[src/organ_pkg.sv]
package organ_pkg;

  // ==============================
  // Widths with a meaning
  // ==============================

  typedef logic [2:0]         note_sel_t;
  typedef logic [31:0]        half_period_t;
  typedef logic signed [7:0]  sample_t;
  typedef logic [7:0]         led_t;
  typedef logic signed [15:0] speed_t;
  typedef logic [15:0]        count_t;
  typedef logic [6:0]         seg_t;

  typedef enum logic {
    dir_left,
    dir_right
  } slide_dir_t;

  // Half tone periods in CLK_50M cycles, Do 523 Hz up to Do 1046 Hz
  localparam half_period_t note_half_period [0:7] = '{
    32'hBAB7, 32'hA65B, 32'h942E, 32'h8BE7,
    32'h7CB6, 32'h6EF7, 32'h62EF, 32'h5D5B
  };

  // Sampling count and step of the speed keys
  localparam count_t default_sampling_count = 16'd12499;
  localparam speed_t speed_step             = 16'sd100;

  // Active-low segments, bit 0 is segment a
  localparam seg_t hex_glyph [0:15] = '{
    7'h40, 7'h79, 7'h24, 7'h30,
    7'h19, 7'h12, 7'h02, 7'h78,
    7'h00, 7'h10, 7'h08, 7'h03,
    7'h46, 7'h21, 7'h06, 7'h0E
  };

endpackage

[src/basic_organ.sv]
`timescale 1ns/1ps

module basic_organ #(
  parameter int note_shift          = 0,
  parameter int led_tick_cycles     = 50_000_000,
  parameter int event_tick_cycles   = 5_000_000,
  parameter int refresh_tick_cycles = 25_000_000
) (
  input  logic               CLK_50M,
  input  logic               reset,
  input  logic [3:0]         sw,
  input  logic [2:0]         key,
  output organ_pkg::led_t    ledr,
  output logic               tone_out,
  output organ_pkg::sample_t audio_sample,
  output organ_pkg::seg_t    hex0,
  output organ_pkg::seg_t    hex1,
  output organ_pkg::seg_t    hex2,
  output organ_pkg::seg_t    hex3,
  output organ_pkg::seg_t    hex4,
  output organ_pkg::seg_t    hex5
);

  organ_pkg::count_t sampling_count;

  // sw[0] gates the tone, sw[3:1] picks the note
  tone_generator #(
    .note_shift(note_shift)
  ) tone_generator_i (
    .CLK_50M      (CLK_50M),
    .reset        (reset),
    .enable       (sw[0]),
    .note         (sw[3:1]),
    .tone_out     (tone_out),
    .audio_sample (audio_sample)
  );

  led_slider #(
    .led_tick_cycles(led_tick_cycles)
  ) led_slider_i (
    .CLK_50M (CLK_50M),
    .reset   (reset),
    .ledr    (ledr)
  );

  speed_control #(
    .event_tick_cycles(event_tick_cycles)
  ) speed_control_i (
    .CLK_50M        (CLK_50M),
    .reset          (reset),
    .key            (key),
    .sampling_count (sampling_count)
  );

  hex_display #(
    .refresh_tick_cycles(refresh_tick_cycles)
  ) hex_display_i (
    .CLK_50M        (CLK_50M),
    .reset          (reset),
    .sampling_count (sampling_count),
    .hex0           (hex0),
    .hex1           (hex1),
    .hex2           (hex2),
    .hex3           (hex3),
    .hex4           (hex4),
    .hex5           (hex5)
  );

endmodule

[src/hex_display.sv]
`timescale 1ns/1ps

module hex_display #(
  parameter int refresh_tick_cycles = 25_000_000
) (
  input  logic              CLK_50M,
  input  logic              reset,
  input  organ_pkg::count_t sampling_count,
  output organ_pkg::seg_t   hex0,
  output organ_pkg::seg_t   hex1,
  output organ_pkg::seg_t   hex2,
  output organ_pkg::seg_t   hex3,
  output organ_pkg::seg_t   hex4,
  output organ_pkg::seg_t   hex5
);

  localparam int refresh_w = $clog2(refresh_tick_cycles + 1);

  logic [refresh_w-1:0] refresh_count;
  logic                 refresh;
  logic [23:0]          shown;
  organ_pkg::seg_t      digit [0:5];

  // 2 Hz refresh keeps the digits readable
  assign refresh = (refresh_count == refresh_w'(refresh_tick_cycles - 1));

  always_ff @(posedge CLK_50M)
  begin
    if (reset || refresh)
      refresh_count <= '0;
    else
      refresh_count <= refresh_count + 1'b1;
  end

  always_ff @(posedge CLK_50M)
  begin
    if (reset)
      shown <= '0;
    else if (refresh)
      shown <= 24'(sampling_count);
  end

  // One glyph lookup per nibble
  for (genvar i = 0; i < 6; i++)
  begin : g_digit
    assign digit[i] = organ_pkg::hex_glyph[shown[4*i +: 4]];
  end

  assign hex0 = digit[0];
  assign hex1 = digit[1];
  assign hex2 = digit[2];
  assign hex3 = digit[3];
  assign hex4 = digit[4];
  assign hex5 = digit[5];

endmodule

[src/led_slider.sv]
`timescale 1ns/1ps

module led_slider #(
  parameter int led_tick_cycles = 50_000_000
) (
  input  logic            CLK_50M,
  input  logic            reset,
  output organ_pkg::led_t ledr
);

  localparam int tick_w = $clog2(led_tick_cycles + 1);

  logic [tick_w-1:0]     tick_count;
  logic                  tick;
  organ_pkg::slide_dir_t dir;

  // 1 Hz tick on the real board
  assign tick = (tick_count == tick_w'(led_tick_cycles - 1));

  always_ff @(posedge CLK_50M)
  begin
    if (reset || tick)
      tick_count <= '0;
    else
      tick_count <= tick_count + 1'b1;
  end

  // Direction FSM, turns around at either end of the bank
  always_ff @(posedge CLK_50M)
  begin
    if (reset)
    begin
      ledr <= 8'h01;
      dir  <= organ_pkg::dir_left;
    end
    else if (tick)
    begin
      case (dir)
        organ_pkg::dir_left:
        begin
          if (ledr[7])
          begin
            ledr <= ledr >> 1;
            dir  <= organ_pkg::dir_right;
          end
          else
            ledr <= ledr << 1;
        end
        default:
        begin
          if (ledr[0])
          begin
            ledr <= ledr << 1;
            dir  <= organ_pkg::dir_left;
          end
          else
            ledr <= ledr >> 1;
        end
      endcase
    end
  end

endmodule

[src/speed_control.sv]
`timescale 1ns/1ps

module speed_control #(
  parameter int event_tick_cycles = 5_000_000
) (
  input  logic              CLK_50M,
  input  logic              reset,
  input  logic [2:0]        key,
  output organ_pkg::count_t sampling_count
);

  localparam int win_w = $clog2(event_tick_cycles + 1);

  logic [2:0]         key_meta;
  logic [2:0]         key_sync;
  logic               up_held;
  logic               down_held;
  logic               reset_held;
  logic [win_w-1:0]   win_count;
  logic               window;
  organ_pkg::speed_t  speed_offset;

  // ==============================
  // Key synchronizers
  // ==============================

  // Keys idle high, so the flops come out of reset released
  always_ff @(posedge CLK_50M)
  begin
    if (reset)
    begin
      key_meta <= 3'b111;
      key_sync <= 3'b111;
    end
    else
    begin
      key_meta <= key;
      key_sync <= key_meta;
    end
  end

  assign up_held    = ~key_sync[0];
  assign down_held  = ~key_sync[1];
  assign reset_held = ~key_sync[2];

  // ==============================
  // Rate limit and offset
  // ==============================

  // One window every event_tick_cycles, 10 per second on the board
  assign window = (win_count == win_w'(event_tick_cycles - 1));

  always_ff @(posedge CLK_50M)
  begin
    if (reset || window)
      win_count <= '0;
    else
      win_count <= win_count + 1'b1;
  end

  // Reset key wins over everything, then up over down
  always_ff @(posedge CLK_50M)
  begin
    if (reset || reset_held)
      speed_offset <= '0;
    else if (window && up_held)
      speed_offset <= speed_offset + organ_pkg::speed_step;
    else if (window && down_held)
      speed_offset <= speed_offset - organ_pkg::speed_step;
  end

  // Count follows the offset one cycle later
  always_ff @(posedge CLK_50M)
  begin
    if (reset)
      sampling_count <= organ_pkg::default_sampling_count;
    else
      sampling_count <= organ_pkg::default_sampling_count
                        + organ_pkg::count_t'(speed_offset);
  end

endmodule

[src/tone_generator.sv]
`timescale 1ns/1ps

module tone_generator #(
  parameter int note_shift = 0
) (
  input  logic                 CLK_50M,
  input  logic                 reset,
  input  logic                 enable,
  input  organ_pkg::note_sel_t note,
  output logic                 tone_out,
  output organ_pkg::sample_t   audio_sample
);

  localparam organ_pkg::sample_t sample_high = 8'h7F;
  localparam organ_pkg::sample_t sample_low  = 8'h80;

  organ_pkg::note_sel_t    note_q;
  logic                    enable_q;
  organ_pkg::half_period_t half_limit;
  organ_pkg::half_period_t count;
  logic                    wrap;
  logic                    tone_next;

  // Switches registered once
  always_ff @(posedge CLK_50M)
  begin
    if (reset)
    begin
      note_q   <= '0;
      enable_q <= 1'b0;
    end
    else
    begin
      note_q   <= note;
      enable_q <= enable;
    end
  end

  assign half_limit = organ_pkg::note_half_period[note_q] >> note_shift;
  assign wrap       = (count >= half_limit - 1'b1);
  assign tone_next  = wrap ? ~tone_out : tone_out;

  // Half-period counter, restarts on a note change
  always_ff @(posedge CLK_50M)
  begin
    if (reset || wrap || (note != note_q))
      count <= '0;
    else
      count <= count + 1'b1;
  end

  // Square wave and its signed sample move together
  always_ff @(posedge CLK_50M)
  begin
    if (reset)
    begin
      tone_out     <= 1'b0;
      audio_sample <= sample_low;
    end
    else
    begin
      tone_out     <= tone_next;
      audio_sample <= (enable_q && tone_next) ? sample_high : sample_low;
    end
  end

endmodule
[config.mk]
export PLATFORM = sky130hd
export DESIGN_NAME = basic_organ
export DESIGN_NICKNAME = d
export VERILOG_FILES = /design/src/organ_pkg.sv /design/src/basic_organ.sv /design/src/hex_display.sv /design/src/led_slider.sv /design/src/speed_control.sv /design/src/tone_generator.sv
export SDC_FILE = /design/constraint.sdc
export NUM_CORES = 1
export LEC_CHECK = 0
export BUFFER_PORTS_ARGS = -buffer_cell sky130_fd_sc_hd__buf_4
export CORE_MARGIN = 2
export CORE_UTILIZATION = 36
export CTS_CLUSTER_DIAMETER = 40
export CTS_CLUSTER_SIZE = 12
export DETAILED_ROUTE_END_ITERATION = 8
export PLACE_DENSITY = 0.62
export SLEW_MARGIN = 20
export SYNTH_ARGS = -nofsm -noshare
export SYNTH_HDL_FRONTEND = slang
export SYNTH_HIERARCHICAL = 1
export SYNTH_SLANG_ARGS = --single-unit
[constraint.sdc]
create_clock -name CLK_50M -period 4.8 [get_ports CLK_50M]
set_clock_uncertainty 0.2 [all_clocks]
set_input_delay 0.96 -clock CLK_50M [delete_from_list [all_inputs] [get_ports CLK_50M]]
set_output_delay 0.96 -clock CLK_50M [all_outputs]
set_load 0.005 [all_outputs]
==> results of run 1 <==
[report_power, final]
part / internal, µW / total (µW) / switching [µW]
clock network: 887 / 1450 / 561
logic: 35.3 / 86.6 / 51.3
registers: 1450 / 1460 / 13.6
total: 2370 / 2990 / 626
[metal layers]
| layer | up-vias | track usage [%] | wire, µm |
|---|---|---|---|
| met3 | 19 | 2.574 | 551 |
| met1 | 3405 | 17.71 | 9106 |
| met2 | 101 | 21.00 | 7974 |
| li1 | 3840 | - | - |
| met5 | - | 0 | 0 |
| met4 | 0 | 4.685 | 315 |
[per-stage QoR]
| step | total power (µW) | util (%) | instance area [µm²] |
|---|---|---|---|
| after floorplan | 1562 | - | 9578 |
| after global placement | 1577 | 38.31 | 9956 |
| after detailed placement | 1579 | 38.31 | 9956 |
| after CTS | 3037 | 40.73 | 10580 |
| after global routing | 3112 | 40.73 | 10580 |
| final | 2994 | 40.73 | 10580 |
[area by class of cell]
type	count	area share [%]
multi-input combinational	836	52.61
clock buffer	22	4.670
clock inverter	9	1.265
inverter	32	1.135
timing repair buffer	54	3.830
tap	335	3.960
sequential	172	32.53
[logic make-up after synthesis]
kind of cell / after synthesis / synth area share [%]
AND/OR/NAND/NOR: 470 / 27.08
other: 4 / 0.1584
AO/OA/AOI/OAI: 166 / 11.25
XOR/XNOR: 73 / 6.747
multiplexers: 32 / 3.921
buffers and inverters: 101 / 5.981
adder cells (fa/ha/maj): 64 / 8.529
flip-flops: 172 / 36.33
[state kept, by name, indices dropped and copies added (netlist names)]
register / flops
speed_control_i/speed_offset: 14
tone_generator_i/count: 32
speed_control_i/key_sync: 3
tone_generator_i/tone_out: 1
speed_control_i/win_count: 23
hex_display_i/refresh_count: 25
tone_generator_i/note_q: 3
speed_control_i/sampling_count: 14
led_slider_i/dir: 1
led_slider_i/tick_count: 26
led_slider_i/ledr: 8
hex_display_i/shown: 16
tone_generator_i/enable_q: 1
speed_control_i/key_meta: 3
tone_generator_i/audio_sample: 2
[placed cells by master (no fill, tap or decap), types with 10 or more instances in the layout]
cell | synthesis | routed
xnor2_1 | 23 | 23
o21ai_0 | 43 | 43
or4_1 | 14 | 14
conb_1 | 4 | 31
or2_2 | 11 | 11
nor2_1 | 119 | 119
mux2i_1 | 27 | 27
inv_1 | 32 | 32
nand2_1 | 74 | 74
nand2b_1 | 43 | 43
o31ai_1 | 14 | 14
nand3_1 | 41 | 41
ha_1 | 63 | 63
or3_1 | 16 | 16
nor4_1 | 12 | 12
and3_1 | 19 | 19
nor3_1 | 19 | 19
dfxtp_1 | 172 | 172
xor2_1 | 50 | 50
nand4_1 | 36 | 36
nor2b_1 | 14 | 14
and4_1 | 10 | 10
clkbuf_16 | 0 | 17
a21oi_1 | 46 | 46
buf_4 | 24 | 54
[how the worst max path moves through the flow]
stage	startpoint	endpoint	slack [ns]	cells after the start
final	speed_control_i/win_count[0]	speed_control_i/speed_offset[13]	1.09	12
after CTS	speed_control_i/win_count[0]	speed_control_i/speed_offset[13]	1.15	12
after detailed placement	speed_control_i/win_count[0]	speed_control_i/speed_offset[13]	1.14	12
after floorplan	speed_control_i/win_count[0]	speed_control_i/speed_offset[13]	1.53	12
after global routing	speed_control_i/win_count[13]	speed_control_i/speed_offset[13]	0.82	12
after global placement	speed_control_i/win_count[13]	speed_control_i/speed_offset[13]	1.21	12
[critical path, delay by kind of cell (launching register included)]
| kind | cells | cell delay, ns |
|---|---|---|
| and+or+nand+nor | 7 | 1.45 |
| adders and majority gates | 2 | 0.57 |
| DFF | 1 | 0.39 |
| AOI/OAI and AO/OA | 2 | 0.75 |
| buffers and inverters | 1 | 0.23 |
==> impl_metrics.toml, run 1 <==
[global_routing]
antenna_found_initial = 0
grt_usage_pct = 13.14
overflow = 0
grt_pass1_wl_mm = 31.25
grt_pass1_vias = 6731
grt_max_degree = 51

[setup_path]
worstReg2RegEnd = "speed_control_i/speed_offset[13]"
slowest_stage = "dfxtp_1"
reg2reg_depth = 12
required_ns = 4.92
r2r-start = "speed_control_i/win_count[0]"
cp.arrival_ns = 3.82
slowest_delay_ns = 0.39
crit_chain = "ha_1 -> nand3_1 -> nor4_1 -> nand2b_1 -> inv_1 -> ha_1 -> or2_2 -> and3_1 -> a221o_1 -> a221oi_1 -> or4_1 -> nand3_1"
critPathKind = "flip-flop to flip-flop"
r2r_setup_slack_ns = 1.09
worstSetupEndpointType = "flip-flop"
crit_fanout = 11
cp-start-kind = "flip-flop"

[routing]
viasPerCell = 5.045
vias = 7365
drc_errors = 0
finalWirelength_mm = 17.95
drt_iter0_drc = 313
drtAntennaViolNets = 0
dr.pass1.iters = 4
wl_per_cell_um = 12.29

[die]
die_h_um = 166.2
initial_core_util_pct = 36.47
core_mm2 = 0.02598
ios = 68
die_x_um = 166.2
die_area_mm2 = 0.02764
rows = 59

[yosys]
synth_edf_count = 0
yosysSeqAreaShare_pct = 36.33
yosys.area.top_type = "dfxtp_1"
yosysMostFrequentCell = "dfxtp_1"
synth_area_per_cell_um2 = 8.758
synthArstFlopShare_pct = 0
synth_warnings = 6
synth.top_cells.by_count = "172 x dfxtp_1, 119 x nor2_1, 74 x nand2_1"
ys_top_cells_by_area = "dfxtp_1 36%, ha_1 8.3%, nor2_1 4.7%"
ys_types = 76
syn_inst = 1082
syn-cell-area_mm2 = 0.009477
ys_seq_elements = 172
synth_top_area_share_pct = 36.33
synth_ff_type = "dfxtp_1"

[cells_and_area]
fin_cells = 1460
syn2layout_area_growth_pct = 11.68
drive_gt1_share_pct = 11.47
nets = 1186
diodes = 0
multi_input_area_mm2 = 0.005568
nFillCells = 2570
ff_latch_area_mm2 = 0.003443

[timing]
timing.final.ws_setup_ns = 1.091
min_period_over_period_pct = 77.27
setup_tns_ns = 0
report.final.slew_viol_count = 0
hold_viol = 0
grt_setup_unrepaired = "false"
worst_slew_pin_slew_ns = 1.036
finalCriticalPeriod_ns = 3.709
setup_violations = 0
fmax_mhz = 269.6
hold_ws_ns = 0.2060
relSlewSlack_pct = 30.89

[placed_design]
place_inst = 1429
gp_congestion = 0.8522
portBuffers = 53
dp_slack_ns = 1.139
dp_hpwl_mm = 12.52

[clocking]
tritoncts = "done"
worstSkewPairLatency_ns = 0.43
htree_num_levels = 4
clock-root-buffer = "clkbuf_16"
clk_pin_slew_ns = 0.06
ctsHoldBuffers = 0
cts_made_buffers = 17
cts_resized = 0
post_cts_buffers = 0
cts.sinks = 172
cts_max_path_buffers = 2

[min_path]
hold_path.class = "flip-flop to flip-flop"
holdPathEnd = "speed_control_i/key_sync[0]"
min_from = "speed_control_i/key_meta[0]"
min_path_cells = 1

[power_and_ir_drop]
leakagePower_uw = 0.004069
power_density_mw_per_mm2 = 282.9
vdd_drop_max_mv = 0.1652

[status]
status = "finished, final reports clean"

[job]
maxCapViolations = 0
(Power assumes the default switching activity.)
==> run 2: changes to the inputs <==
--- a/config.mk
+++ b/config.mk
@@ -11,7 +11,7 @@
 export CTS_CLUSTER_DIAMETER = 40
 export CTS_CLUSTER_SIZE = 12
 export DETAILED_ROUTE_END_ITERATION = 8
-export PLACE_DENSITY = 0.62
+export PLACE_DENSITY = 0.64
 export SLEW_MARGIN = 20
 export SYNTH_ARGS = -nofsm -noshare
 export SYNTH_HDL_FRONTEND = slang
==> constraint.sdc (replaced) <==
create_clock -name CLK_50M -period 3.3 [get_ports CLK_50M]
set_clock_uncertainty 0.2 [all_clocks]
set_input_delay 0.66 -clock CLK_50M [delete_from_list [all_inputs] [get_ports CLK_50M]]
set_output_delay 0.66 -clock CLK_50M [all_outputs]
set_load 0.005 [all_outputs]
==> impl_metrics.toml, run 2 (synthesis gave the netlist of run 1 again) <==
[power_and_ir_drop]
pwr-share-seq_pct = 51.5
power.internal_uw = 3190
pwr-share-clk_pct = 45.1
combPwrFrac_pct = 3.4
vdd_drop_max_mv = 0.2672
power_density_mw_per_mm2 = 378.4
leakagePower_uw = 0.004233
power.switching_uw = 924.7
switching_share_pct = 22.47

[placed_design]
portBuffers = 53
dp_hpwl_mm = 12.95
gp_congestion = 0.8277

[clocking]
clk_pin_slew_ns = 0.07
cts_max_path_buffers = 2
tritoncts = "done"
htree_num_levels = 4
clock-root-buffer = "clkbuf_16"
cts_made_buffers = 17
ctsHoldBuffers = 0
worstSkewPairLatency_ns = 0.42
cts.sinks = 172

[min_path]
hold_path.class = "flip-flop to flip-flop"
min_path_cells = 1

[timing]
worst_slew_pin_slew_ns = 0.6725
hold_viol = 0
min_period_over_period_pct = 97.01
setup_tns_ns = 0
fmax_mhz = 312.4
grt_setup_unrepaired = "true"
finalCriticalPeriod_ns = 3.201
relSlewSlack_pct = 54.82
report.final.slew_viol_count = 0
setup_violations = 0

[routing]
drtAntennaViolNets = 0
wl_per_cell_um = 12.33
dr.pass1.iters = 4
vias = 7615
drt_iter0_drc = 384
viasPerCell = 5.070
drc_errors = 0
finalWirelength_mm = 18.52

[cells_and_area]
syn2layout_area_growth_pct = 14.73
nets = 1227
layout_commonest_cell = "dfxtp_1"
largest_reg_flops = 32
largest_register = "tone_generator_i/count"
top_regs = "tone_generator_i/count (32), led_slider_i/tick_count (26), hex_display_i/refresh_count (25)"
drive_gt1_share_pct = 15.34
diodes = 0
nFillCells = 2638
final_cell_mix = "170 x dfxtp_1, 119 x nor2_1, 95 x buf_4"
post-route-util_pct = 41.84

[setup_path]
required_ns = 3.42
worstSetupEndpointType = "flip-flop"
cp-start-kind = "flip-flop"
crit_fanout = 7
cp.arrival_ns = 3.32
critPathKind = "flip-flop to flip-flop"
reg2reg_depth = 13

[die]
ios = 68
initial_core_util_pct = 36.47
die_x_um = 166.2
rows = 59
core_mm2 = 0.02598
die_area_mm2 = 0.02764
die_h_um = 166.2

[global_routing]
grt_max_degree = 30
grt_pass1_vias = 6996
overflow = 0
grt_usage_pct = 13.52
antenna_found_initial = 0
grt_pass1_wl_mm = 32.17

[status]
status = "finished, final reports clean"

[job]
maxCapViolations = 0
-- run 2: final timing paths --
path                                                     from                          endpoint  slack, ns
worst min register to register    speed_control_i/key_meta[1]       speed_control_i/key_sync[1]       0.21
worst max register to register  speed_control_i/win_count[15]  speed_control_i/speed_offset[11]        0.1
worst min-delay path              speed_control_i/key_meta[1]       speed_control_i/key_sync[1]       0.21
worst max-delay path            speed_control_i/win_count[15]  speed_control_i/speed_offset[11]        0.1
-- run 2: what timing repair did --
action                                  CTS  global route
buffers inserted                          1             1
pin swaps                                 0             2
resized for setup                         3            13
endpoints found under the hold margin     0             0
endpoints found under the setup margin    3            24
-- run 2: area by class of cell --
type	instances	area (µm²)	share of cell area (%)
sequential	172	3446	31.69
timing repair buffer	95	713.2	6.559
tap	335	419.2	3.855
clock inverter	8	61.31	0.5639
multi-input combinational	836	5632	51.80
clock buffer	24	481.7	4.430
inverter	32	120.1	1.105
-- run 2: worst max-delay path: stages, from the launching register on --
cell and delay (ns):
dfxtp_1 0.34, nor4b_4 0.31, nand3_1 0.15, nor4_2 0.16, nand2b_1 0.08, buf_4 0.17, ha_1 0.30, a211oi_1 0.32
o21ai_1 0.17, a221o_1 0.36, buf_4 0.16, a31oi_2 0.20, or4_1 0.13, nand3_1 0.05
-- run 2: through the flow --
step           area (µm²)  std cells  power [µW]  worst slack (ns)  hold slack, ns
2_1_floorplan        9578       1109        2271           0.03192          0.1895
3_3_place_gp        10250       1468        2303           0.02887          0.1999
3_5_place_dp        10250       1468        2307          -0.06128          0.1984
4_1_cts             10810       1501        4177           0.03194          0.2041
5_1_grt             10870       1502        4288          -0.08586          0.2148
6_report            10870       1502        4115           0.09852          0.2053
-- run 2: power groups by stage --
stage          Combinational [µW]  Clock, µW  Sequential, µW
2_1_floorplan                 108          0            2160
3_3_place_gp                  139          0            2160
3_5_place_dp                  141          0            2170
4_1_cts                       142       1920            2120
5_1_grt                       162       2010            2120
6_report                      141       1860            2120
-- run 2: per-layer routing --
| layer | wire length [µm] | global-route usage [%] | vias up |
|---|---|---|---|
| li1 | - | - | 3916 |
| met1 | 9215 | 17.85 | 3571 |
| met2 | 8443 | 22.50 | 108 |
| met3 | 596 | 2.288 | 20 |
| met4 | 262 | 4.460 | 0 |
| met5 | 0 | 0 | - |
==> run 3: changes to the inputs <==
--- a/config.mk
+++ b/config.mk
@@ -11,6 +11,7 @@
 export CTS_CLUSTER_DIAMETER = 40
 export CTS_CLUSTER_SIZE = 12
 export DETAILED_ROUTE_END_ITERATION = 8
+export MAX_ROUTING_LAYER = met4
 export PLACE_DENSITY = 0.64
 export SLEW_MARGIN = 20
 export SYNTH_ARGS = -nofsm -noshare
==> impl_metrics.toml, run 3 (synthesis gave the netlist of run 1 again) <==
[status]
status = "finished, final reports clean"

[clocking]
htree_num_levels = 4
ctsHoldBuffers = 0
worstSkewPairLatency_ns = 0.42
clk_pin_slew_ns = 0.07
cts_max_path_buffers = 2
clock-root-buffer = "clkbuf_16"
cts.sinks = 172
cts_made_buffers = 17
tritoncts = "done"

[timing]
hold_ws_ns = 0.2054
grt_setup_unrepaired = "true"
report.final.slew_viol_count = 0
worst_slew_pin_slew_ns = 0.6720
finalCriticalPeriod_ns = 3.205
setup_violations = 0
min_period_over_period_pct = 97.11
timing.final.ws_setup_ns = 0.09525
relSlewSlack_pct = 54.86
hold_viol = 0
fmax_mhz = 312.0

[global_routing]
grt_pass1_wl_mm = 32.19
antenna_found_initial = 0
overflow = 0
grt_pass1_vias = 6996
grt_usage_pct = 13.93
grt_max_degree = 30

[cells_and_area]
largest_register = "tone_generator_i/count"
final_cell_mix = "170 x dfxtp_1, 119 x nor2_1, 95 x buf_4"
top_regs = "tone_generator_i/count (32), led_slider_i/tick_count (26), hex_display_i/refresh_count (25)"
fin_cells = 1502
diodes = 0
syn2layout_area_growth_pct = 14.73
nets = 1227
largest_reg_flops = 32
layout_commonest_cell = "dfxtp_1"
drive_gt1_share_pct = 15.34

[die]
die_h_um = 166.2
core_mm2 = 0.02598
initial_core_util_pct = 36.47
die_x_um = 166.2
die_area_mm2 = 0.02764
ios = 68
rows = 59

[placed_design]
dp_hpwl_mm = 12.95
portBuffers = 53
dp_slack_ns = -0.06128
gp_congestion = 0.8402
place_inst = 1468

[routing]
viasPerCell = 5.073
wl_per_cell_um = 12.34
finalWirelength_mm = 18.54
vias = 7620
dr.pass1.iters = 4
drt_iter0_drc = 368
drtAntennaViolNets = 0
drc_errors = 0

[power_and_ir_drop]
leakagePower_uw = 0.004233
vdd_drop_max_mv = 0.2672
power_density_mw_per_mm2 = 378.4

[setup_path]
slowest_delay_ns = 0.36
required_ns = 3.42
worstSetupEndpointType = "flip-flop"
critPathKind = "flip-flop to flip-flop"
crit_chain = "nor4b_4 -> nand3_1 -> nor4_2 -> nand2b_1 -> buf_4 -> inv_1 -> ha_1 -> or2_2 -> and3_1 -> a221o_1 -> buf_4 -> a31oi_2 -> or4_1 -> nand3_1"
cp-start-kind = "flip-flop"
crit_fanout = 7
slowest_stage = "a221o_1"
cp.arrival_ns = 3.32

[job]
maxCapViolations = 0

[min_path]
hold_path.class = "flip-flop to flip-flop"
-- run 3: cell counts in the layout (fill, tap and decap cells not counted) --
Identical to the previous run, type by type.
-- run 3: worst max-delay path: cells and delay by family, from the launching register on --
kind	cells	cell delay, ns
AO/OA/AOI/OAI	2	0.56
buffers and inverters	3	0.41
AND/OR/NAND/NOR	8	1.36
flip-flops	1	0.34
adder cells (fa/ha/maj)	1	0.24
-- run 3: through the flow --
step | total power [µW] | area [µm²] | utilization [%] | setup TNS (ns)
after floorplan | 2271 | 9578 | - | 0
after global placement | 2303 | 10250 | 39.44 | 0
after detailed placement | 2307 | 10250 | 39.44 | -0.08046
after CTS | 4177 | 10810 | 41.61 | 0
after global routing | 4288 | 10870 | 41.84 | -0.2672
final | 4115 | 10870 | 41.84 | 0
-- run 3: metal layers --
layer	track usage, %	vias to the layer above	wire, µm
li1	-	3919	-
met1	17.91	3567	9279
met2	22.51	113	8460
met3	2.193	21	531
met4	4.460	0	270
met5	-	-	0
-- run 3: layout make-up --
class | count | area [µm²]
Fill cell | 2638 | 15110
Inverter | 32 | 120.1
Timing Repair Buffer | 95 | 713.2
Clock inverter | 8 | 61.31
Tap cell | 335 | 419.2
Clock buffer | 24 | 481.7
Sequential cell | 172 | 3446
Multi-Input combinational cell | 836 | 5632
-- run 3: repair_timing --
item / in CTS / in global routing
setup endpoints to repair: 3 / 24
hold endpoints to repair: 0 / 0
buffers inserted: 1 / 1
pin swaps: 0 / 2
resized for setup: 3 / 13
-- run 3: power by group --
part / internal [µW] / leakage, µW / switching [µW] / total [µW]
registers: 2100 / 0.00140 / 15.4 / 2120
logic: 59.5 / 0.00258 / 81.3 / 141
clock network: 1030 / 0.000253 / 828 / 1860
-- run 3: path summary, 6_finish.rpt --
kind	from	end	slack, ns	cells past startpoint
worst min register to register	speed_control_i/key_meta[1]	speed_control_i/key_sync[1]	0.21	1
worst max register to register	speed_control_i/win_count[15]	speed_control_i/speed_offset[11]	0.1	14
worst max-delay path	speed_control_i/win_count[15]	speed_control_i/speed_offset[11]	0.1	14
worst min-delay path	speed_control_i/key_meta[1]	speed_control_i/key_sync[1]	0.21	1
